`config.mk`:
```
export PLATFORM = sky130hd
export DESIGN_NAME = snake_top
export DESIGN_NICKNAME = d
export VERILOG_FILES = /design/src/snake_pkg.sv /design/src/snake_ifs.sv /design/src/snake_top.sv /design/src/apb_status.sv /design/src/snake_engine.sv /design/src/game_ctrl.sv /design/src/ps2_key_decoder.sv
export SDC_FILE = /design/constraint.sdc
export NUM_CORES = 1
export LEC_CHECK = 0
export ABC_AREA = 1
export BUFFER_PORTS_ARGS = -buffer_cell sky130_fd_sc_hd__buf_2
export CAP_MARGIN = 10
export CORE_MARGIN = 10
export CORE_UTILIZATION = 50
export DETAILED_ROUTE_END_ITERATION = 10
export GPL_ROUTABILITY_DRIVEN = 0
export GPL_TIMING_DRIVEN = 0
export MAX_ROUTING_LAYER = met4
export PLACE_DENSITY = 0.67
export SLEW_MARGIN = 10
export SYNTH_ARGS = -nofsm -noshare
export SYNTH_HDL_FRONTEND = slang
export SYNTH_SLANG_ARGS = --single-unit
```
`constraint.sdc`:
```
create_clock -name clk -period 15.85 [get_ports clk]
set_input_delay 0.7925 -clock clk [delete_from_list [all_inputs] [get_ports clk]]
set_output_delay 0.7925 -clock clk [all_outputs]
set_load 0.05 [all_outputs]
```
`src/snake_pkg.sv`:
```
// Shared grid sizes, key codes, register map and types of the Snake game logic
package snake_pkg;

	// ############################################################
	// Playfield and snake
	// ############################################################
	localparam int GRID_W       = 40;
	localparam int GRID_H       = 30;
	localparam int MAX_LEN      = 16;
	localparam int SELF_HIT_MIN = 4;
	localparam int STEP_CYCLES  = 16;

	typedef logic [5:0]  coord_t;
	typedef logic [4:0]  len_t;
	typedef logic [12:0] score_t;
	typedef logic [1:0]  dir_t;
	typedef logic [2:0]  speed_t;
	// Wide enough for the slowest speed times STEP_CYCLES
	typedef logic [6:0]  step_cnt_t;

	localparam dir_t DIR_UP    = 2'd0;
	localparam dir_t DIR_LEFT  = 2'd1;
	localparam dir_t DIR_DOWN  = 2'd2;
	localparam dir_t DIR_RIGHT = 2'd3;

	localparam coord_t HEAD_X0  = 6'd5;
	localparam coord_t HEAD_Y0  = 6'd5;
	localparam coord_t APPLE_X0 = 6'd8;
	localparam coord_t APPLE_Y0 = 6'd5;

	// ############################################################
	// PS/2 scan codes and speeds
	// ############################################################
	localparam logic [7:0] KEY_UP    = 8'h75;
	localparam logic [7:0] KEY_LEFT  = 8'h6B;
	localparam logic [7:0] KEY_DOWN  = 8'h72;
	localparam logic [7:0] KEY_RIGHT = 8'h74;
	localparam logic [7:0] KEY_1     = 8'h16;
	localparam logic [7:0] KEY_2     = 8'h1E;
	localparam logic [7:0] KEY_3     = 8'h26;
	localparam logic [7:0] KEY_BREAK = 8'hF0;

	localparam speed_t SPEED_1 = 3'd4;
	localparam speed_t SPEED_2 = 3'd2;
	localparam speed_t SPEED_3 = 3'd1;

	// APB byte addresses
	localparam logic [3:0] REG_STATUS = 4'h0;
	localparam logic [3:0] REG_SCORE  = 4'h4;
	localparam logic [3:0] REG_HEAD   = 4'h8;
	localparam logic [3:0] REG_APPLE  = 4'hC;

	typedef enum logic [2:0] {
		MENU,
		GAME_INIT,
		GAME_WAIT,
		PLAYING,
		GAME_OVER
	} game_state_t;

endpackage
```
`src/snake_ifs.sv`:
```
// Interfaces for decoded keys and for step control between the game blocks
`timescale 1ns/100ps

// Decoded keys, one-cycle pulses with their payload
interface key_if;
	logic              dir_valid;
	snake_pkg::dir_t   dir;
	logic              level_valid;
	snake_pkg::speed_t speed;

	modport source (
		output dir_valid, dir, level_valid, speed
	);
	modport sink (
		input dir_valid, dir, level_valid, speed
	);
endinterface

// Controller to engine, with game_over running back
interface step_if;
	logic init;
	logic running;
	logic step;
	logic game_over;

	modport source (
		output init, running, step,
		input  game_over
	);
	modport sink (
		input  init, running, step,
		output game_over
	);
endinterface

```
`src/snake_top.sv`:
```
// Snake game logic top level with PS/2 input and APB status port
`timescale 1ns/100ps

module snake_top (
	input  logic        clk,
	input  logic        arst_n,
	input  logic        ps2_clk,
	input  logic        ps2_dat,
	input  logic        psel,
	input  logic        penable,
	input  logic        pwrite,
	input  logic [3:0]  paddr,
	output logic [31:0] prdata,
	output logic        pready,
	output logic        pslverr
);

	key_if  keys ();
	step_if ctl ();

	snake_pkg::game_state_t state;
	snake_pkg::speed_t      speed;
	snake_pkg::coord_t      head_x;
	snake_pkg::coord_t      head_y;
	snake_pkg::coord_t      apple_x;
	snake_pkg::coord_t      apple_y;
	snake_pkg::len_t        length;
	snake_pkg::score_t      score;
	snake_pkg::score_t      hiscore;

	ps2_key_decoder ps2_key_decoder_i (
		.clk     (clk),
		.arst_n  (arst_n),
		.ps2_clk (ps2_clk),
		.ps2_dat (ps2_dat),
		.keys    (keys.source)
	);

	game_ctrl game_ctrl_i (
		.clk    (clk),
		.arst_n (arst_n),
		.keys   (keys.sink),
		.ctl    (ctl.source),
		.state  (state),
		.speed  (speed)
	);

	snake_engine snake_engine_i (
		.clk     (clk),
		.arst_n  (arst_n),
		.keys    (keys.sink),
		.ctl     (ctl.sink),
		.head_x  (head_x),
		.head_y  (head_y),
		.apple_x (apple_x),
		.apple_y (apple_y),
		.length  (length),
		.score   (score),
		.hiscore (hiscore)
	);

	apb_status apb_status_i (
		.clk     (clk),
		.arst_n  (arst_n),
		.psel    (psel),
		.penable (penable),
		.pwrite  (pwrite),
		.paddr   (paddr),
		.prdata  (prdata),
		.pready  (pready),
		.pslverr (pslverr),
		.state   (state),
		.speed   (speed),
		.length  (length),
		.score   (score),
		.hiscore (hiscore),
		.head_x  (head_x),
		.head_y  (head_y),
		.apple_x (apple_x),
		.apple_y (apple_y)
	);

endmodule

```
`src/apb_status.sv`:
```
// Read-only APB port for game status, score, head and apple registers
`timescale 1ns/100ps

module apb_status (
	input  logic                   clk,
	input  logic                   arst_n,
	input  logic                   psel,
	input  logic                   penable,
	input  logic                   pwrite,
	input  logic [3:0]             paddr,
	output logic [31:0]            prdata,
	output logic                   pready,
	output logic                   pslverr,
	input  snake_pkg::game_state_t state,
	input  snake_pkg::speed_t      speed,
	input  snake_pkg::len_t        length,
	input  snake_pkg::score_t      score,
	input  snake_pkg::score_t      hiscore,
	input  snake_pkg::coord_t      head_x,
	input  snake_pkg::coord_t      head_y,
	input  snake_pkg::coord_t      apple_x,
	input  snake_pkg::coord_t      apple_y
);

	logic        setup;
	logic [31:0] rd_word;
	logic        rd_err;

	assign setup  = psel & ~penable;
	assign pready = 1'b1;

	always_comb begin
		rd_err = pwrite;
		case (paddr)
			snake_pkg::REG_STATUS: rd_word = {19'd0, length, 1'b0, speed, 1'b0, state};
			snake_pkg::REG_SCORE:  rd_word = {3'd0, hiscore, 3'd0, score};
			snake_pkg::REG_HEAD:   rd_word = {18'd0, head_y, 2'd0, head_x};
			snake_pkg::REG_APPLE:  rd_word = {18'd0, apple_y, 2'd0, apple_x};
			default: begin
				rd_word = '0;
				rd_err  = 1'b1;
			end
		endcase
	end

	// Read data captured in setup, held through the access phase
	always_ff @(posedge clk) begin
		if (setup)
			prdata <= rd_word;
	end

	always_ff @(posedge clk or negedge arst_n) begin
		if (!arst_n)
			pslverr <= 1'b0;
		else if (setup)
			pslverr <= rd_err;
		else if (!psel)
			pslverr <= 1'b0;
	end

	a_penable_psel: assert property (@(posedge clk) disable iff (!arst_n)
		penable |-> psel)
		else $error("APB penable without psel");

	a_setup_access: assert property (@(posedge clk) disable iff (!arst_n)
		setup |=> psel && penable)
		else $error("APB setup not followed by access");

endmodule

```
`src/snake_engine.sv`:
```
// Snake body, movement, collision, apple and score keeping on the grid
`timescale 1ns/100ps

module snake_engine (
	input  logic              clk,
	input  logic              arst_n,
	key_if.sink               keys,
	step_if.sink              ctl,
	output snake_pkg::coord_t head_x,
	output snake_pkg::coord_t head_y,
	output snake_pkg::coord_t apple_x,
	output snake_pkg::coord_t apple_y,
	output snake_pkg::len_t   length,
	output snake_pkg::score_t score,
	output snake_pkg::score_t hiscore
);

	snake_pkg::coord_t body_x [1:snake_pkg::MAX_LEN-1];
	snake_pkg::coord_t body_y [1:snake_pkg::MAX_LEN-1];
	snake_pkg::dir_t   heading;
	snake_pkg::dir_t   last_dir;
	logic              moved;
	snake_pkg::coord_t next_x;
	snake_pkg::coord_t next_y;
	snake_pkg::coord_t scan_x;
	snake_pkg::coord_t scan_y;
	snake_pkg::score_t next_score;
	logic              wall_hit;
	logic              self_hit;
	logic              fatal;
	logic              eat;

	// ############################################################
	// Next head cell and collisions
	// ############################################################
	always_comb begin
		next_x = head_x;
		next_y = head_y;
		case (heading)
			snake_pkg::DIR_UP:   next_y = head_y - 1'b1;
			snake_pkg::DIR_LEFT: next_x = head_x - 1'b1;
			snake_pkg::DIR_DOWN: next_y = head_y + 1'b1;
			default:             next_x = head_x + 1'b1;
		endcase
	end

	assign wall_hit = (next_x == '0) || (next_y == '0)
		|| (next_x == snake_pkg::coord_t'(snake_pkg::GRID_W - 1))
		|| (next_y == snake_pkg::coord_t'(snake_pkg::GRID_H - 1));

	// Old segment j becomes j+1 after the shift; the old tail moves away
	always_comb begin
		self_hit = 1'b0;
		for (int j = snake_pkg::SELF_HIT_MIN - 1; j < snake_pkg::MAX_LEN - 1; j++) begin
			if (j + 1 < int'(length) && body_x[j] == next_x && body_y[j] == next_y)
				self_hit = 1'b1;
		end
	end

	assign fatal      = wall_hit | self_hit;
	assign eat        = !fatal && (next_x == apple_x) && (next_y == apple_y);
	assign next_score = score + 1'b1;

	// Body memory, shifted behind the head
	always_ff @(posedge clk) begin
		if (ctl.step) begin
			body_x[1] <= head_x;
			body_y[1] <= head_y;
			for (int i = 2; i < snake_pkg::MAX_LEN; i++) begin
				body_x[i] <= body_x[i-1];
				body_y[i] <= body_y[i-1];
			end
		end
	end

	// Interior scan used as the next apple position
	always_ff @(posedge clk or negedge arst_n) begin
		if (!arst_n) begin
			scan_x <= 6'd1;
			scan_y <= 6'd1;
		end else if (scan_x == snake_pkg::coord_t'(snake_pkg::GRID_W - 2)) begin
			scan_x <= 6'd1;
			if (scan_y == snake_pkg::coord_t'(snake_pkg::GRID_H - 2))
				scan_y <= 6'd1;
			else
				scan_y <= scan_y + 1'b1;
		end else begin
			scan_x <= scan_x + 1'b1;
		end
	end

	// ############################################################
	// Game registers
	// ############################################################
	always_ff @(posedge clk or negedge arst_n) begin
		if (!arst_n) begin
			head_x        <= '0;
			head_y        <= '0;
			apple_x       <= '0;
			apple_y       <= '0;
			length        <= '0;
			score         <= '0;
			hiscore       <= '0;
			heading       <= snake_pkg::DIR_RIGHT;
			last_dir      <= snake_pkg::DIR_RIGHT;
			moved         <= 1'b0;
			ctl.game_over <= 1'b0;
		end else if (ctl.init) begin
			head_x        <= snake_pkg::HEAD_X0;
			head_y        <= snake_pkg::HEAD_Y0;
			apple_x       <= snake_pkg::APPLE_X0;
			apple_y       <= snake_pkg::APPLE_Y0;
			length        <= 5'd1;
			score         <= '0;
			moved         <= 1'b0;
			ctl.game_over <= 1'b0;
		end else begin
			// No turning back onto the last move
			if (ctl.running && keys.dir_valid && (!moved || keys.dir != (last_dir ^ 2'b10)))
				heading <= keys.dir;
			if (ctl.step) begin
				head_x        <= next_x;
				head_y        <= next_y;
				last_dir      <= heading;
				moved         <= 1'b1;
				ctl.game_over <= fatal;
				if (eat) begin
					if (length < snake_pkg::len_t'(snake_pkg::MAX_LEN))
						length <= length + 1'b1;
					score   <= next_score;
					apple_x <= scan_x;
					apple_y <= scan_y;
					if (next_score > hiscore)
						hiscore <= next_score;
				end
			end
		end
	end

	a_len_max: assert property (@(posedge clk) disable iff (!arst_n)
		length <= snake_pkg::len_t'(snake_pkg::MAX_LEN))
		else $error("Snake length above maximum");

endmodule

```
`src/game_ctrl.sv`:
```
// Game state machine with speed selection and the step timer
`timescale 1ns/100ps

module game_ctrl (
	input  logic                   clk,
	input  logic                   arst_n,
	key_if.sink                    keys,
	step_if.source                 ctl,
	output snake_pkg::game_state_t state,
	output snake_pkg::speed_t      speed
);

	snake_pkg::game_state_t next_state;
	snake_pkg::step_cnt_t   step_cnt;
	snake_pkg::step_cnt_t   period;

	// ############################################################
	// State machine
	// ############################################################
	always_comb begin
		next_state = state;
		case (state)
			snake_pkg::MENU:      if (keys.level_valid) next_state = snake_pkg::GAME_INIT;
			snake_pkg::GAME_INIT: next_state = snake_pkg::GAME_WAIT;
			snake_pkg::GAME_WAIT: if (keys.dir_valid) next_state = snake_pkg::PLAYING;
			snake_pkg::PLAYING:   if (ctl.game_over) next_state = snake_pkg::GAME_OVER;
			snake_pkg::GAME_OVER: if (keys.level_valid) next_state = snake_pkg::MENU;
			default:              next_state = snake_pkg::MENU;
		endcase
	end

	always_ff @(posedge clk or negedge arst_n) begin
		if (!arst_n) begin
			state <= snake_pkg::MENU;
			speed <= snake_pkg::SPEED_1;
		end else begin
			state <= next_state;
			// Speed only taken from the key that starts a game
			if (state == snake_pkg::MENU && keys.level_valid)
				speed <= keys.speed;
		end
	end

	// ############################################################
	// Step timer
	// ############################################################
	assign period = snake_pkg::step_cnt_t'(speed * snake_pkg::STEP_CYCLES);

	// Full period before the first step, then one step every period
	always_ff @(posedge clk or negedge arst_n) begin
		if (!arst_n) begin
			step_cnt <= '0;
		end else if (state != snake_pkg::PLAYING) begin
			step_cnt <= period;
		end else if (step_cnt == '0) begin
			step_cnt <= period - 1'b1;
		end else begin
			step_cnt <= step_cnt - 1'b1;
		end
	end

	assign ctl.init    = (state == snake_pkg::GAME_INIT);
	assign ctl.running = (state == snake_pkg::GAME_WAIT) || (state == snake_pkg::PLAYING);
	assign ctl.step    = (state == snake_pkg::PLAYING) && (step_cnt == '0);

	// A step never reaches the engine once it has flagged game over
	a_step_in_play: assert property (@(posedge clk) disable iff (!arst_n)
		ctl.step |-> (state == snake_pkg::PLAYING) && !ctl.game_over)
		else $error("Step outside of play");

endmodule

```
`src/ps2_key_decoder.sv`:
```
// PS/2 frame receiver that turns arrow make codes and level release codes into key pulses
`timescale 1ns/100ps

module ps2_key_decoder (
	input  logic  clk,
	input  logic  arst_n,
	input  logic  ps2_clk,
	input  logic  ps2_dat,
	key_if.source keys
);

	logic [2:0] clk_sync;
	logic [1:0] dat_sync;
	logic       clk_fall;
	logic [3:0] bit_cnt;
	logic [9:0] frame;
	logic       code_valid;
	logic [7:0] code;
	logic       brk;

	// ############################################################
	// Synchroniser and frame assembly
	// ############################################################
	always_ff @(posedge clk or negedge arst_n) begin
		if (!arst_n) begin
			clk_sync <= 3'b111;
			dat_sync <= 2'b11;
		end else begin
			clk_sync <= {clk_sync[1:0], ps2_clk};
			dat_sync <= {dat_sync[0], ps2_dat};
		end
	end

	assign clk_fall = clk_sync[2] & ~clk_sync[1];

	always_ff @(posedge clk or negedge arst_n) begin
		if (!arst_n) begin
			bit_cnt    <= '0;
			frame      <= '0;
			code       <= '0;
			code_valid <= 1'b0;
		end else begin
			code_valid <= 1'b0;
			if (clk_fall) begin
				if (bit_cnt == 4'd10) begin
					bit_cnt <= '0;
					// Start low, stop high, odd parity over data and parity bit
					code       <= frame[8:1];
					code_valid <= ~frame[0] & dat_sync[1] & (^frame[9:1]);
				end else begin
					bit_cnt <= bit_cnt + 1'b1;
					frame   <= {dat_sync[1], frame[9:1]};
				end
			end
		end
	end

	// ############################################################
	// Key decoding
	// ############################################################
	always_ff @(posedge clk or negedge arst_n) begin
		if (!arst_n) begin
			brk              <= 1'b0;
			keys.dir_valid   <= 1'b0;
			keys.dir         <= snake_pkg::DIR_UP;
			keys.level_valid <= 1'b0;
			keys.speed       <= snake_pkg::SPEED_1;
		end else begin
			keys.dir_valid   <= 1'b0;
			keys.level_valid <= 1'b0;
			if (code_valid) begin
				if (code == snake_pkg::KEY_BREAK) begin
					brk <= 1'b1;
				end else begin
					brk <= 1'b0;
					// Level keys count on release, arrows on make
					if (brk) begin
						case (code)
							snake_pkg::KEY_1: begin
								keys.level_valid <= 1'b1;
								keys.speed       <= snake_pkg::SPEED_1;
							end
							snake_pkg::KEY_2: begin
								keys.level_valid <= 1'b1;
								keys.speed       <= snake_pkg::SPEED_2;
							end
							snake_pkg::KEY_3: begin
								keys.level_valid <= 1'b1;
								keys.speed       <= snake_pkg::SPEED_3;
							end
							default: ;
						endcase
					end else begin
						keys.dir_valid <= (code == snake_pkg::KEY_UP) || (code == snake_pkg::KEY_LEFT)
							|| (code == snake_pkg::KEY_DOWN) || (code == snake_pkg::KEY_RIGHT);
						case (code)
							snake_pkg::KEY_UP:   keys.dir <= snake_pkg::DIR_UP;
							snake_pkg::KEY_LEFT: keys.dir <= snake_pkg::DIR_LEFT;
							snake_pkg::KEY_DOWN: keys.dir <= snake_pkg::DIR_DOWN;
							default:             keys.dir <= snake_pkg::DIR_RIGHT;
						endcase
					end
				end
			end
		end
	end

	a_bit_cnt_range: assert property (@(posedge clk) disable iff (!arst_n)
		bit_cnt <= 4'd10)
		else $error("PS/2 bit counter out of range");

endmodule

```
-- Word level (Yosys, flattened, before mapping)
Memory sizes are Yosys's and may differ from the RTL's.
Index checks and enable logic that the tools add are counted.
- output and inout bits: 34
- input port bits: 11
- memories kept: 2
- logic and storage cells: 251
- memory bits (writable): 180
- flip-flop bits (word level): 155
- eq/ne operators: 55
- reduce and logical (&&, ||, !) cells: 64
- order comparisons: 14
- bitwise logic cells: 13
- multiplexer cells: 63
- $add $sub $neg: 11
- memory list (memory ; words ; width ; read ports ; clocked after memory_dff ; write ports ; RTL line ; text):
    snake_engine_i.body_x ; 15 ; 6 ; 14 ; 0 ; 15 ; snake_engine.sv:18 ; snake_pkg::coord_t body_x [1:snake_pkg::MAX_LEN-1];
    snake_engine_i.body_y ; 15 ; 6 ; 14 ; 0 ; 15 ; snake_engine.sv:19 ; snake_pkg::coord_t body_y [1:snake_pkg::MAX_LEN-1];
- operators with widths (operator ; count):
    equality test 6 bit ; 26
    case mux 29 bit (4 select lines) ; 1
    2-to-1 mux 6 bit ; 12
    < comparator 4 x 5 -> 1 bit (first input constant) ; 8
    2-to-1 mux 13 bit ; 3
    equality test 8 x 7 -> 1 bit (second input constant) ; 4
    2-to-1 mux 1 bit ; 31
    logical AND 1 bit ; 30
    adder 6 x 1 -> 6 bit (second input constant) ; 4
    case mux 6 bit (2 select lines) ; 2
    < comparator 3 x 5 -> 1 bit (first input constant) ; 4
    2-to-1 mux 5 bit ; 4
    equality test 8 x 5 -> 1 bit (second input constant) ; 2
    case mux 3 bit (5 select lines) ; 1
    2-to-1 mux 7 bit ; 2
    subtractor 7 x 1 -> 7 bit (second input constant) ; 2
    adder 13 x 1 -> 13 bit (second input constant) ; 1
    greater-than comparator 13 bit ; 1
    equality test 4 bit (second input constant) ; 3
    equality test 6 x 5 -> 1 bit (second input constant) ; 2
    equality test 6 bit (second input constant) ; 2
    logical NOT 6 bit ; 2
    2-to-1 mux 3 bit ; 4
    AND reduction 4 bit ; 3
    36 further kinds ; 66

-- Logic depth before layout (Yosys ltp)
Gate-level depths: netlist of the first run.
- depth after elaboration: 25
- depth in mapped cells: 28
- gate-level depth less buffers: 28

-- Cells and area by module
From an unflattened synthesis of the first run, not the netlist that was laid out.
- cell total of the unflattened synthesis: 1776
- area total of the unflattened synthesis: 16148.0 um2
- modules (own cells, without submodules) (module ; area an instance (um2) ; instances ; cells each):
    snake_engine ; 12110.4 ; 1 ; 1276
    ps2_key_decoder ; 1674.1 ; 1 ; 209
    apb_status ; 1576.5 ; 1 ; 189
    game_ctrl ; 787.0 ; 1 ; 102

-- Least setup slack after synthesis of the first run
OpenSTA, ideal clock, no wires.
- path type: register to register
- start: register game_ctrl_i.step_cnt[0]
- end: register snake_engine_i.hiscore[10]
- arrival time: 10.386 ns
- library setup time: 0.117 ns
- cell stages (with the launch flop): 15
- path buffers: 1
- clock period less this slack: 10.503 ns
- setup slack: 5.347 ns
- cells stage by stage: dfrtp_1 -> inv_1 -> ha_1 -> nand2_1 -> nor4_1 -> inv_1 -> nor2_1 -> inv_1 -> nor2_1 -> inv_1 -> nor4_1 -> nand3_1 -> buf_2 -> nand2_1 -> nand2_1
- word-level cells in the longest chain between the ends: 3
- RTL lines (element ; RTL line ; text):
    start: declaration ; game_ctrl.sv:14 ; snake_pkg::step_cnt_t step_cnt;
    start signal: assignment ; game_ctrl.sv:54 ; step_cnt <= period;
    start signal: assignment ; game_ctrl.sv:56 ; step_cnt <= period - 1'b1;
    start signal: assignment ; game_ctrl.sv:58 ; step_cnt <= step_cnt - 1'b1;
    logical NOT 7 bit ; game_ctrl.sv:64 ; assign ctl.step = (state == snake_pkg::PLAYING) && (step_cnt == '0);
    logical AND 1 bit ; game_ctrl.sv:64 ;
    named net ctl.step ; snake_ifs.sv:23 ; logic step;
    AND reduction 4 bit (no source line) ; n/a ;
    end signal: assignment ; snake_engine.sv:134 ; hiscore <= next_score;
    end: declaration ; snake_engine.sv:15 ; output snake_pkg::score_t hiscore
The timed path passes the listed nets, and every way through them passes these cells.
A chain may end at the register's enable or synchronous reset.

-- Worst setup path after layout of the first run
- start: register snake_engine_i.heading[0]
- end: register snake_engine_i.hiscore[8]
- word-level cells in the longest chain between the ends: 23
- RTL lines (element ; RTL line ; text):
    start: declaration ; snake_engine.sv:20 ; snake_pkg::dir_t heading;
    start signal: assignment ; snake_engine.sv:104 ; heading <= snake_pkg::DIR_RIGHT;
    start signal: assignment ; snake_engine.sv:120 ; heading <= keys.dir;
    equality test 2 bit or logical NOT 2 bit (tied branches) ; snake_engine.sv:39 ; case (heading)
    OR reduction 2 bit (no source line) ; n/a ;
    case mux 6 bit (2 select lines) ; snake_engine.sv:39 ;
    equality test 6 bit ; snake_engine.sv:55 ; if (j + 1 < int'(length) && body_x[j] == next_x && body_y[j] == next_y)
    logical AND 1 bit (2 in a row) ; snake_engine.sv:55 ;
    2-to-1 mux 1 bit (12 in a row) ; snake_engine.sv:55 ;
    bitwise OR 1 bit ; snake_engine.sv:60 ; assign fatal = wall_hit | self_hit;
    logical NOT 1 bit ; snake_engine.sv:61 ; assign eat = !fatal && (next_x == apple_x) && (next_y == apple_y);
    logical AND 1 bit ; snake_engine.sv:61 ;
    logical AND 1 bit (*) ; snake_engine.sv:61 ;
    AND reduction 4 bit (no source line) (*) ; n/a ;
Mark *: on every way between the ends. The rest lies on a longest branch, timed or not.

==> results of run 1 <==
-- layout make-up --
cell class                      count  area [µm²]  area share (%)
Buffer                             46         292            1.66
Clock buffer                       48         966            5.50
Clock inverter                     17         195            1.11
Inverter                          219         822            4.68
Multi-Input combinational cell   1084        5480            31.2
Sequential cell                   318        8950            51.0
Tap cell                          396         495            2.82
Timing Repair Buffer               45         359            2.04
-- stage by stage --
step | instance area, µm² | hold WS (ns) | util [%] | worst slack [ns]
after floorplan | 15500 | 0.345 | - | 5.35
after global placement | 16200 | 0.346 | 53.0 | 0.359
after detailed placement | 16400 | 0.347 | 53.6 | 11.51
after CTS | 17600 | 0.159 | 57.4 | 11.52
after global routing | 17600 | 0.170 | 57.4 | 11.14
final | 17600 | 0.162 | 57.4 | 11.51
-- where the power goes --
group,leakage [nW],internal [mW],total [mW],switching (mW)
logic,3.87,0.0296,0.0792,0.0496
registers,3.14,0.894,0.913,0.0188
clock network,0.571,0.495,0.826,0.331
total,7.58,1.42,1.82,0.399
-- cells in the mapped netlist, drive strengths merged (2+ instances only) --
library cell | number | area (µm²)
ha | 26 | 325
o2111ai | 11 | 96.3
clkbuf | 15 | 56.3
or2 | 5 | 31.3
nand3b | 20 | 150
clkinv | 2 | 7.51
a22oi | 5 | 37.5
buf | 31 | 235
and3 | 2 | 12.5
nand2 | 458 | 1760
nand3 | 138 | 703
a31oi | 2 | 12.5
o21ai | 80 | 400
dfrtp | 110 | 2750
o31ai | 4 | 30.0
a21oi | 29 | 145
xor2 | 48 | 420
edfxtp | 195 | 5860
nor3 | 31 | 160
nand4 | 21 | 131
o211ai | 6 | 45.0
nor2 | 127 | 484
inv | 217 | 815
nor4 | 9 | 62.6
xnor2 | 23 | 201
dfstp | 13 | 342
conb | 2 | 7.51
o22ai | 21 | 131
-- worst reg2reg max path, cell delays in order (launching register included) --
cell and delay [ns]:
dfstp_2 0.61, inv_2 0.06, nand2_1 0.21, inv_1 0.09, fa_1 0.51, nand2_1 0.08, nand2_1 0.28, buf_4 0.28
nor2_1 0.06, nor2_1 0.12, nand3_1 0.12, nor2_1 0.14, nand3_1 0.11, nor3_1 0.20, nand3_1 0.17, nor3_1 0.20
nor2_1 0.07, nand2_1 0.07, nor2_1 0.10, and2_1 0.19, nand3_1 0.19, buf_2 0.28, nand2_1 0.09, nand2_1 0.07
-- state kept, by name, summed over array words and instances, names as in the netlist, 7 cells and up --
signal and flops:
snake_engine_i.hiscore 13, snake_engine_i.body_y 84, apb_status_i.prdata 27, snake_engine_i.score 13, ps2_key_decoder_i.frame 10, snake_engine_i.body_x 84
ps2_key_decoder_i.code 8, game_ctrl_i.step_cnt 7
-- final timing paths --
kind | endpoint | slack, ns | cells past startpoint
setup / recovery | snake_engine_i.hiscore[8] | 11.51 | 23
hold / removal | ps2_key_decoder_i.frame[6] | 0.16 | 1
setup reg to reg | snake_engine_i.hiscore[8] | 11.51 | 23
hold reg to reg | ps2_key_decoder_i.clk_sync[1] | 0.36 | 0
max in group asynchronous | snake_engine_i.scan_y[0] | 14.94 | 2
min in group clk | ps2_key_decoder_i.clk_sync[1] | 0.36 | 0
-- cell families (layout without fill, tap and decap cells) --
family | Yosys count | in the layout
and+or+nand+nor | 813 | 813
AOI/OAI and AO/OA | 167 | 167
adders and majority gates | 27 | 27
xor gates and xnor gates | 71 | 71
DFF | 318 | 318
buffers and inverters | 265 | 375
other | 2 | 6
-- layout by cell type (no fill, tap or decap), types with 5 or more instances in the layout --
cell type and count:
xor2_1 48, xnor2_1 23, nor2_1 124, nor4_1 8, or2_2 5, edfxtp_1 195, buf_2 45, buf_4 17
o21ai_0 76, nand4_1 21, nor3_1 30, conb_1 6, dfrtp_1 110, o211ai_1 6, o22ai_1 21, clkinv_2 7
a22oi_1 5, o2111ai_1 11, clkbuf_16 36, nand3b_1 20, inv_1 213, ha_1 26, a21oi_1 29, clkbuf_1 25
buf_6 7, nand3_1 137, dfstp_2 13, nand2_2 9, nand2_1 447, clkinv_1 6
-- layer usage --
metal	track usage, %	vias to the layer above
met5	-	-
met4	6.36	0
met3	2.93	73
met2	30.3	348
met1	26.0	5590
li1	-	5685
==> flow_metrics.env, run 1 <==
export IMPL_cts_resized_gates=0
export IMPL_clk_pin_slew_worst_paths_ns=0.06
export IMPL_crit_fanout=10
export IMPL_drt_iter0_drc=1006
export IMPL_drc=0
export IMPL_startpoint="snake_engine_i.heading[0]"
export IMPL_drive_above_1_share_pct=9.34
export IMPL_period_share_pct=27.4
export IMPL_worst_pin_slew_ns=0.793
export IMPL_ys_warn_count=0
export IMPL_finalMaxSlewViolations=0
export IMPL_synthMuxAreaShare_pct=0
export IMPL_cts_buffer_depth=3
export IMPL_path_cells="inv_2, nand2_1, inv_1, fa_1, nand2_1, nand2_1, buf_4, nor2_1, nor2_1, nand3_1, nor2_1, nand3_1, nor3_1, nand3_1, nor3_1, nor2_1, nand2_1, nor2_1, and2_1, nand3_1, buf_2, nand2_1, nand2_1"
export IMPL_clockRootBuffer="clkbuf_16"
export IMPL_async_flop_share_pct=38.7
export IMPL_fin_cells=2173
export IMPL_cpMaxStageDelayCell="dfstp_2"
export IMPL_top_layer="met4"
export IMPL_cp_num_buf_inv=4
export IMPL_max_slew_margin_pct=47.0
export IMPL_outcome="complete, no violations"
export IMPL_r2r_start="snake_engine_i.heading[0]"
export IMPL_cts_buffers=36
export IMPL_synthFlopType="edfxtp_1"
export IMPL_crit_family="simple AND/OR/NAND/NOR gates"
export IMPL_cp_start_kind="register"
export IMPL_critPathKind="reg2reg"
export IMPL_insertion_delay_ns=0.53
export IMPL_met1Wirelength_um=16600
export IMPL_hpwl_um=26600
export IMPL_synth_cell_types=50
export IMPL_io_pins=45
export IMPL_io_buffers=38
export IMPL_synth_fa_ha_area_share_pct=2.23
export IMPL_diodes=0
export IMPL_htreeDepth=2
export IMPL_cts_tree="built"
export IMPL_overflow=0
export IMPL_rsz0062_at_grt="no"
export IMPL_viasPerCell=5.38
export IMPL_endpoint_kind="register"
export IMPL_die_h_um=196
export IMPL_firstDrtPassIters=5
export IMPL_path_common_cell="nand2_1"
export IMPL_antenna_found_initial=0
export IMPL_die_width_um=196
export IMPL_cap_viol_max_count=0
export IMPL_vias=11700
export IMPL_final_setup_tns_ns=0
export IMPL_wl_met2_um=17100
export IMPL_slowest_delay_ns=0.61
export IMPL_nets=1788
export IMPL_hold_buffers=0
export IMPL_die_area_mm2=0.0385
export IMPL_grt_max_degree=89
export IMPL_hp_class="in2async"
export IMPL_track_usage_pct=19.6
export IMPL_nFillCells=2682
export IMPL_pwr_density_cell_mw_per_mm2=104
export IMPL_core_mm2=0.0306
export IMPL_p_leak_nw=7.58
export IMPL_critPathRequiredTime_ns=16.31
export IMPL_syn2layout_area_growth_pct=13.2
export IMPL_vdd_drop_max_v=0.0000883
export IMPL_cts_setup_buffers=0
export IMPL_synth_seq_cells=318
export IMPL_synth_xor_area_share_pct=4.01
export IMPL_synth_edf_count=195
export IMPL_synth_top_family_by_area="simple AND/OR/NAND/NOR gates"
export IMPL_rows=64
export IMPL_dp_cells=2108
export IMPL_skew_ns=0.0268
export IMPL_drt_wl_total_um=36800
export IMPL_hold_violations=0
export IMPL_yosysSeqAreaShare_pct=57.7
export IMPL_synth_area_per_cell_um2=9.33
export IMPL_grt_pass1_wl_um=60000
export IMPL_wl_per_cell_um=16.9
export IMPL_wl_met3_um=2070
export IMPL_min_period_ns=4.34
export IMPL_ant_nets=0
export IMPL_start_util_pct=50.7
export IMPL_synth_simple_gate_area_share_pct=22.6
export IMPL_synth_compound_area_share_pct=6.27
export IMPL_arrival_ns=4.81
export IMPL_synth_area_mm2=0.0155
export IMPL_grt_pass1_vias=11400
export IMPL_fmax_mhz=230
export IMPL_synthCells=1663
export IMPL_cts_sinks=318
export IMPL_report_power_total_mw=1.82
export IMPL_setup_viol=0
Note: power is estimated with default switching activity, not from simulation.
==> run 2: changes to the inputs <==
--- a/config.mk
+++ b/config.mk
@@ -14,7 +14,7 @@
 export GPL_ROUTABILITY_DRIVEN = 0
 export GPL_TIMING_DRIVEN = 0
 export MAX_ROUTING_LAYER = met4
-export PLACE_DENSITY = 0.67
+export PLACE_DENSITY = 0.7
 export SLEW_MARGIN = 10
 export SYNTH_ARGS = -nofsm -noshare
 export SYNTH_HDL_FRONTEND = slang
==> constraint.sdc (replaced) <==
create_clock -name clk -period 3.6 [get_ports clk]
set_input_delay 0.18 -clock clk [delete_from_list [all_inputs] [get_ports clk]]
set_output_delay 0.18 -clock clk [all_outputs]
set_load 0.05 [all_outputs]
==> flow_metrics.env, run 2 (synthesis results as in run 1) <==
export IMPL_crit_fanout=8
export IMPL_finalMaxSlewViolations=0
export IMPL_ant_nets=0
export IMPL_drive_above_1_share_pct=16.4
export IMPL_hold_ws_ns=0.119
export IMPL_die_area_mm2=0.0385
export IMPL_cts_buffer_depth=3
export IMPL_hp_class="in2reg"
export IMPL_cap_viol_max_count=0
export IMPL_dp_cells=2108
export IMPL_p_leak_nw=7.98
export IMPL_viasPerCell=5.42
export IMPL_fin_cells=2222
export IMPL_clockRootBuffer="clkbuf_16"
export IMPL_antenna_found_initial=0
export IMPL_critPathKind="reg2reg"
export IMPL_path_common_cell="nand2_1"
export IMPL_hold_violations=0
export IMPL_firstDrtPassIters=5
export IMPL_fin_ws_ns=-0.0730
export IMPL_slowest_delay_ns=0.64
export IMPL_vdd_drop_max_v=0.000543
export IMPL_diodes=0
export IMPL_clk_pin_slew_worst_paths_ns=0.06
export IMPL_drc=0
export IMPL_hpwl_um=26300
export IMPL_io_pins=45
export IMPL_grt_max_degree=81
export IMPL_skew_ns=0.0149
export IMPL_min_period_ns=3.67
export IMPL_insertion_delay_ns=0.52
export IMPL_fmax_mhz=272
export IMPL_final_setup_tns_ns=-1.18
export IMPL_wl_per_cell_um=17.0
export IMPL_core_mm2=0.0306
export IMPL_nFillCells=2499
export IMPL_cts_tree="built"
export IMPL_cp_num_buf_inv=9
export IMPL_io_buffers=38
export IMPL_report_power_total_mw=8.31
export IMPL_rsz0062_at_grt="yes"
export IMPL_drt_iter0_drc=1159
export IMPL_start_util_pct=50.7
export IMPL_pwr_density_cell_mw_per_mm2=445
export IMPL_top_regs="snake_engine_i.body_x (84), snake_engine_i.body_y (84), apb_status_i.prdata (27)"
export IMPL_crit_family="simple AND/OR/NAND/NOR gates"
export IMPL_cpMaxStageDelayCell="dfstp_2"
export IMPL_die_width_um=196
export IMPL_endpoint_kind="register"
export IMPL_cts_sinks=318
export IMPL_nets=1837
export IMPL_layout_commonest_cell="nand2_1"
export IMPL_setup_viol=31
export IMPL_syn2layout_area_growth_pct=20.2
export IMPL_max_slew_margin_pct=46.2
export IMPL_cts_buffers=36
export IMPL_arrival_ns=4.13
export IMPL_vias=12000
export IMPL_grt_pass1_vias=11400
export IMPL_grt_pass1_wl_um=60000
export IMPL_rows=64
export IMPL_worst_pin_slew_ns=0.800
export IMPL_period_share_pct=102
export IMPL_cp_start_kind="register"
export IMPL_critPathRequiredTime_ns=4.06
export IMPL_drt_wl_total_um=37800
export IMPL_track_usage_pct=19.6
export IMPL_overflow=0
export IMPL_mostFrequentLayoutCells="nand2_1 (427), inv_1 (208), edfxtp_1 (195), nand3_1 (124)"
export IMPL_outcome="complete, but fails checks"
export IMPL_violations="negative setup slack"
export IMPL_die_h_um=196
export IMPL_pre_cts_ws_ns=-0.703
export IMPL_htreeDepth=2
[run 2: changes by cell type in the layout (fill, tap and decap cells not counted), sizes merged]
cell	previous run	this run
buf	76	116
clkbuf	63	60
clkinv	14	15
dlygate4sd3	0	5
nand2	458	459
bufinv	4	8
clkinvlp	0	3
inv	218	216
[run 2: cell type report]
class / instances / area [µm²] / area share (%)
clock buffer: 42 / 943 / 5.06
multi-input combinational: 1085 / 5920 / 31.7
inverter: 219 / 838 / 4.49
buffer: 44 / 354 / 1.90
timing repair buffer: 95 / 825 / 4.42
clock inverter: 23 / 330 / 1.77
sequential: 318 / 8950 / 48.0
tap: 396 / 495 / 2.66
[run 2: worst reg2reg max path: stages (launching register included)]
cell,delay (ns)
dfstp_2,0.64
clkinv_4,0.13
nand2_4,0.11
nand2_4,0.06
nand2_2,0.07
inv_2,0.05
ha_4,0.14
inv_1,0.06
nand2_1,0.11
nand3_2,0.11
nand2_1,0.05
nand2_1,0.07
nand2_1,0.09
nand2_4,0.15
nand2_8,0.09
buf_12,0.17
buf_4,0.17
buf_4,0.15
xor2_1,0.13
nand4_1,0.08
nand2_1,0.08
nor2_4,0.19
nand3_4,0.17
buf_12,0.18
inv_8,0.08
clkbuf_16,0.15
nand3_1,0.07
nand2_1,0.07
[run 2: repair_timing]
action	CTS	global route
setup buffers	20	23
gates cloned	2	2
setup endpoints to repair	44	43
pin swaps	15	26
hold buffers	5	0
hold endpoints to repair	46	0
gates resized for setup	61	81
[run 2: report_power, final]
| group | switching [mW] | leakage [nW] | total [mW] | internal, mW |
|---|---|---|---|---|
| clock | 1.47 | 0.621 | 3.93 | 2.46 |
| combinational | 0.224 | 4.26 | 0.358 | 0.134 |
| sequential | 0.0821 | 3.09 | 4.02 | 3.94 |
| total | 1.78 | 7.98 | 8.31 | 6.53 |
[run 2: routing by layer]
metal / vias up / global-route usage [%] / wire [µm]
met3: 88 / 3.41 / 2390
li1: 5794 / - / -
met2: 424 / 29.7 / 17800
met1: 5729 / 26.0 / 16500
met4: 0 / 7.10 / 1180
met5: - / - / 0
[run 2: final timing paths]
check	start	to	slack, ns	cells after the start
worst min-delay path	penable	apb_status_i.prdata[1]	0.12	2
worst max register to register	snake_engine_i.heading[1]	snake_engine_i.hiscore[3]	-0.07	27
worst max-delay path	snake_engine_i.heading[1]	snake_engine_i.hiscore[3]	-0.07	27
worst min register to register	ps2_key_decoder_i.clk_sync[0]	ps2_key_decoder_i.clk_sync[1]	0.35	0
min in group asynchronous	arst_n	ps2_key_decoder_i.frame[6]	0.15	2
max in group asynchronous	arst_n	snake_engine_i.scan_y[0]	2.69	3
[run 2: stage by stage]
stage,cell area (µm²),util [%]
3_3_place_gp,16300,53.2
6_report,18700,61.0
2_1_floorplan,15600,-
3_5_place_dp,16400,53.8
4_1_cts,18200,59.5
5_1_grt,18700,61.0
==> run 3: changes to the inputs <==
--- a/config.mk
+++ b/config.mk
@@ -8,13 +8,14 @@
 export ABC_AREA = 1
 export BUFFER_PORTS_ARGS = -buffer_cell sky130_fd_sc_hd__buf_2
 export CAP_MARGIN = 10
-export CORE_MARGIN = 10
+export CORE_MARGIN = 5
 export CORE_UTILIZATION = 50
 export DETAILED_ROUTE_END_ITERATION = 10
 export GPL_ROUTABILITY_DRIVEN = 0
 export GPL_TIMING_DRIVEN = 0
 export MAX_ROUTING_LAYER = met4
 export PLACE_DENSITY = 0.7
+export SKIP_LAST_GASP = 1
 export SLEW_MARGIN = 10
 export SYNTH_ARGS = -nofsm -noshare
 export SYNTH_HDL_FRONTEND = slang
==> flow_metrics.env, run 3 (synthesis results as in run 1) <==
export IMPL_io_buffers=38
export IMPL_pwr_share_comb_pct=4.4
export IMPL_cts_sinks=318
export IMPL_ant_nets=0
export IMPL_fmax_mhz=277
export IMPL_power_frac_clock_pct=46.3
export IMPL_grt_pass1_vias=11700
export IMPL_critPathKind="reg2reg"
export IMPL_path_common_cell="nor2_1"
export IMPL_worst_pin_slew_ns=0.797
export IMPL_rsz0062_at_grt="yes"
export IMPL_clk_pin_slew_worst_paths_ns=0.06
export IMPL_antenna_found_initial=0
export IMPL_die_area_mm2=0.0347
export IMPL_hp_class="in2async"
export IMPL_p_seq_share_pct=49.3
export IMPL_fin_ws_ns=-0.00403
export IMPL_overflow=0
export IMPL_drt_iter0_drc=1110
export IMPL_startpoint="snake_engine_i.heading[0]"
export IMPL_grt_pass1_wl_um=60400
export IMPL_arrival_ns=4.02
export IMPL_nets=1828
export IMPL_viasPerCell=5.44
export IMPL_firstDrtPassIters=6
export IMPL_pre_cts_ws_ns=-0.678
export IMPL_r2r_start="snake_engine_i.heading[0]"
export IMPL_finalMaxSlewViolations=0
export IMPL_p_leak_nw=7.94
export IMPL_wl_per_cell_um=17.1
export IMPL_cts_buffer_depth=3
export IMPL_fin_util_pct=60.8
export IMPL_critPathRequiredTime_ns=4.02
export IMPL_slowest_delay_ns=0.57
export IMPL_syn2layout_area_growth_pct=19.9
export IMPL_endpoint_kind="register"
export IMPL_grt_max_degree=89
export IMPL_core_mm2=0.0306
export IMPL_sw_frac_of_total_pct=21.7
export IMPL_crit_family="simple AND/OR/NAND/NOR gates"
export IMPL_vdd_drop_max_v=0.000395
export IMPL_cts_buffers=36
export IMPL_max_slew_margin_pct=46.7
export IMPL_violations="negative setup slack"
export IMPL_drt_wl_total_um=37800
export IMPL_cp_num_buf_inv=4
export IMPL_skew_ns=0.0237
export IMPL_crit_fanout=7
export IMPL_insertion_delay_ns=0.53
export IMPL_track_usage_pct=22.4
export IMPL_rows=64
export IMPL_setup_viol=1
export IMPL_mostFrequentLayoutCells="nand2_1 (429), inv_1 (207), edfxtp_1 (195), nand3_1 (121), dfrtp_1 (110)"
export IMPL_cp_start_kind="register"
export IMPL_htreeDepth=2
export IMPL_pwr_density_cell_mw_per_mm2=438
export IMPL_layout_commonest_cell="nand2_1"
export IMPL_cts_tree="built"
export IMPL_diodes=0
export IMPL_drive_above_1_share_pct=16.6
export IMPL_period_share_pct=100
export IMPL_hold_violations=0
export IMPL_start_util_pct=50.7
export IMPL_hpwl_um=25900
export IMPL_outcome="complete, but fails checks"
export IMPL_p_int_mw=6.38
export IMPL_top_regs="snake_engine_i.body_x (84), snake_engine_i.body_y (84), apb_status_i.prdata (27)"
export IMPL_path_cells="inv_2, nand2_4, inv_4, fa_1, nand2_2, nand2_4, buf_8, nor2_1, nor2_1, nand3_1, nor2_1, nand3_1, nor3_2, nand3_1, nor3_1, nor2_1, nand2_1, nor2_4, nand3_4, nand2_8, clkbuf_16, nor2_2, nor2_1"
export IMPL_power_switching_mw=1.77
export IMPL_vias=12000
export IMPL_die_h_um=186
export IMPL_rrSetupSlack_ns=-0.004
export IMPL_cap_viol_max_count=0
export IMPL_clockRootBuffer="clkbuf_16"
export IMPL_cpMaxStageDelayCell="dfstp_2"
export IMPL_die_width_um=186
export IMPL_io_pins=45
export IMPL_drc=0
export IMPL_min_period_ns=3.60
==> run 3: power groups by stage <==
stage / Clock [mW] / Sequential [mW] / Combinational, mW
after floorplan: 0 / 4.09 / 0.241
after global placement: 0 / 4.08 / 0.337
after detailed placement: 0 / 4.09 / 0.353
after CTS: 3.83 / 4.02 / 0.359
after global routing: 4.01 / 4.03 / 0.405
final: 3.77 / 4.02 / 0.356
==> run 3: routing by layer <==
metal / wire [µm] / up-vias / global-route usage, % / part of all wire [%]
met5: 0 / - / - / 0
met4: 925 / 0 / 5.83 / 2.4
met3: 2490 / 81 / 3.09 / 6.6
met2: 18000 / 440 / 35.4 / 48
met1: 16400 / 5747 / 30.9 / 43
li1: - / 5773 / - / -
==> run 3: path summary, 6_finish.rpt <==
kind                                                       to  cells after the start
worst max-delay path                snake_engine_i.apple_x[3]                     23
worst min-delay path               ps2_key_decoder_i.frame[9]                      2
worst max register to register      snake_engine_i.apple_x[3]                     23
worst min register to register  ps2_key_decoder_i.clk_sync[1]                      0
max in group asynchronous            snake_engine_i.scan_y[0]                      3
min in group clk                       apb_status_i.prdata[4]                      2
==> run 3: layout make-up <==
cell class	count	area, µm²
multi-input combinational	1086	5980
sequential	318	8950
inverter	219	836
tap	396	495
buffer	45	372
clock inverter	16	190
clock buffer	49	1040
timing repair buffer	84	753
fill	2481	12000
==> run 3: metrics by stage <==
stage | area (µm²) | power, mW | hold slack [ns] | setup TNS (ns) | std cells
global placement | 16300 | 4.42 | 0.285 | -460.70 | 2101
floorplan | 15600 | 4.34 | -0.116 | -145.35 | 1667
global route | 18600 | 8.45 | 0.138 | -6.75 | 2213
finish | 18600 | 8.15 | 0.111 | -0.00403 | 2213
CTS | 18000 | 8.21 | 0.107 | -0.00509 | 2191
detailed placement | 16400 | 4.44 | 0.0934 | -26.89 | 2108
==> run 3: repair_timing <==
| action | in CTS | in global routing |
|---|---|---|
| pin swaps | 5 | 49 |
| cloned | 1 | 4 |
| endpoints found under the hold margin | 118 | 0 |
| endpoints found under the setup margin | 44 | 44 |
| setup buffers | 12 | 20 |
| resized for setup | 47 | 100 |
| hold buffers | 5 | 0 |
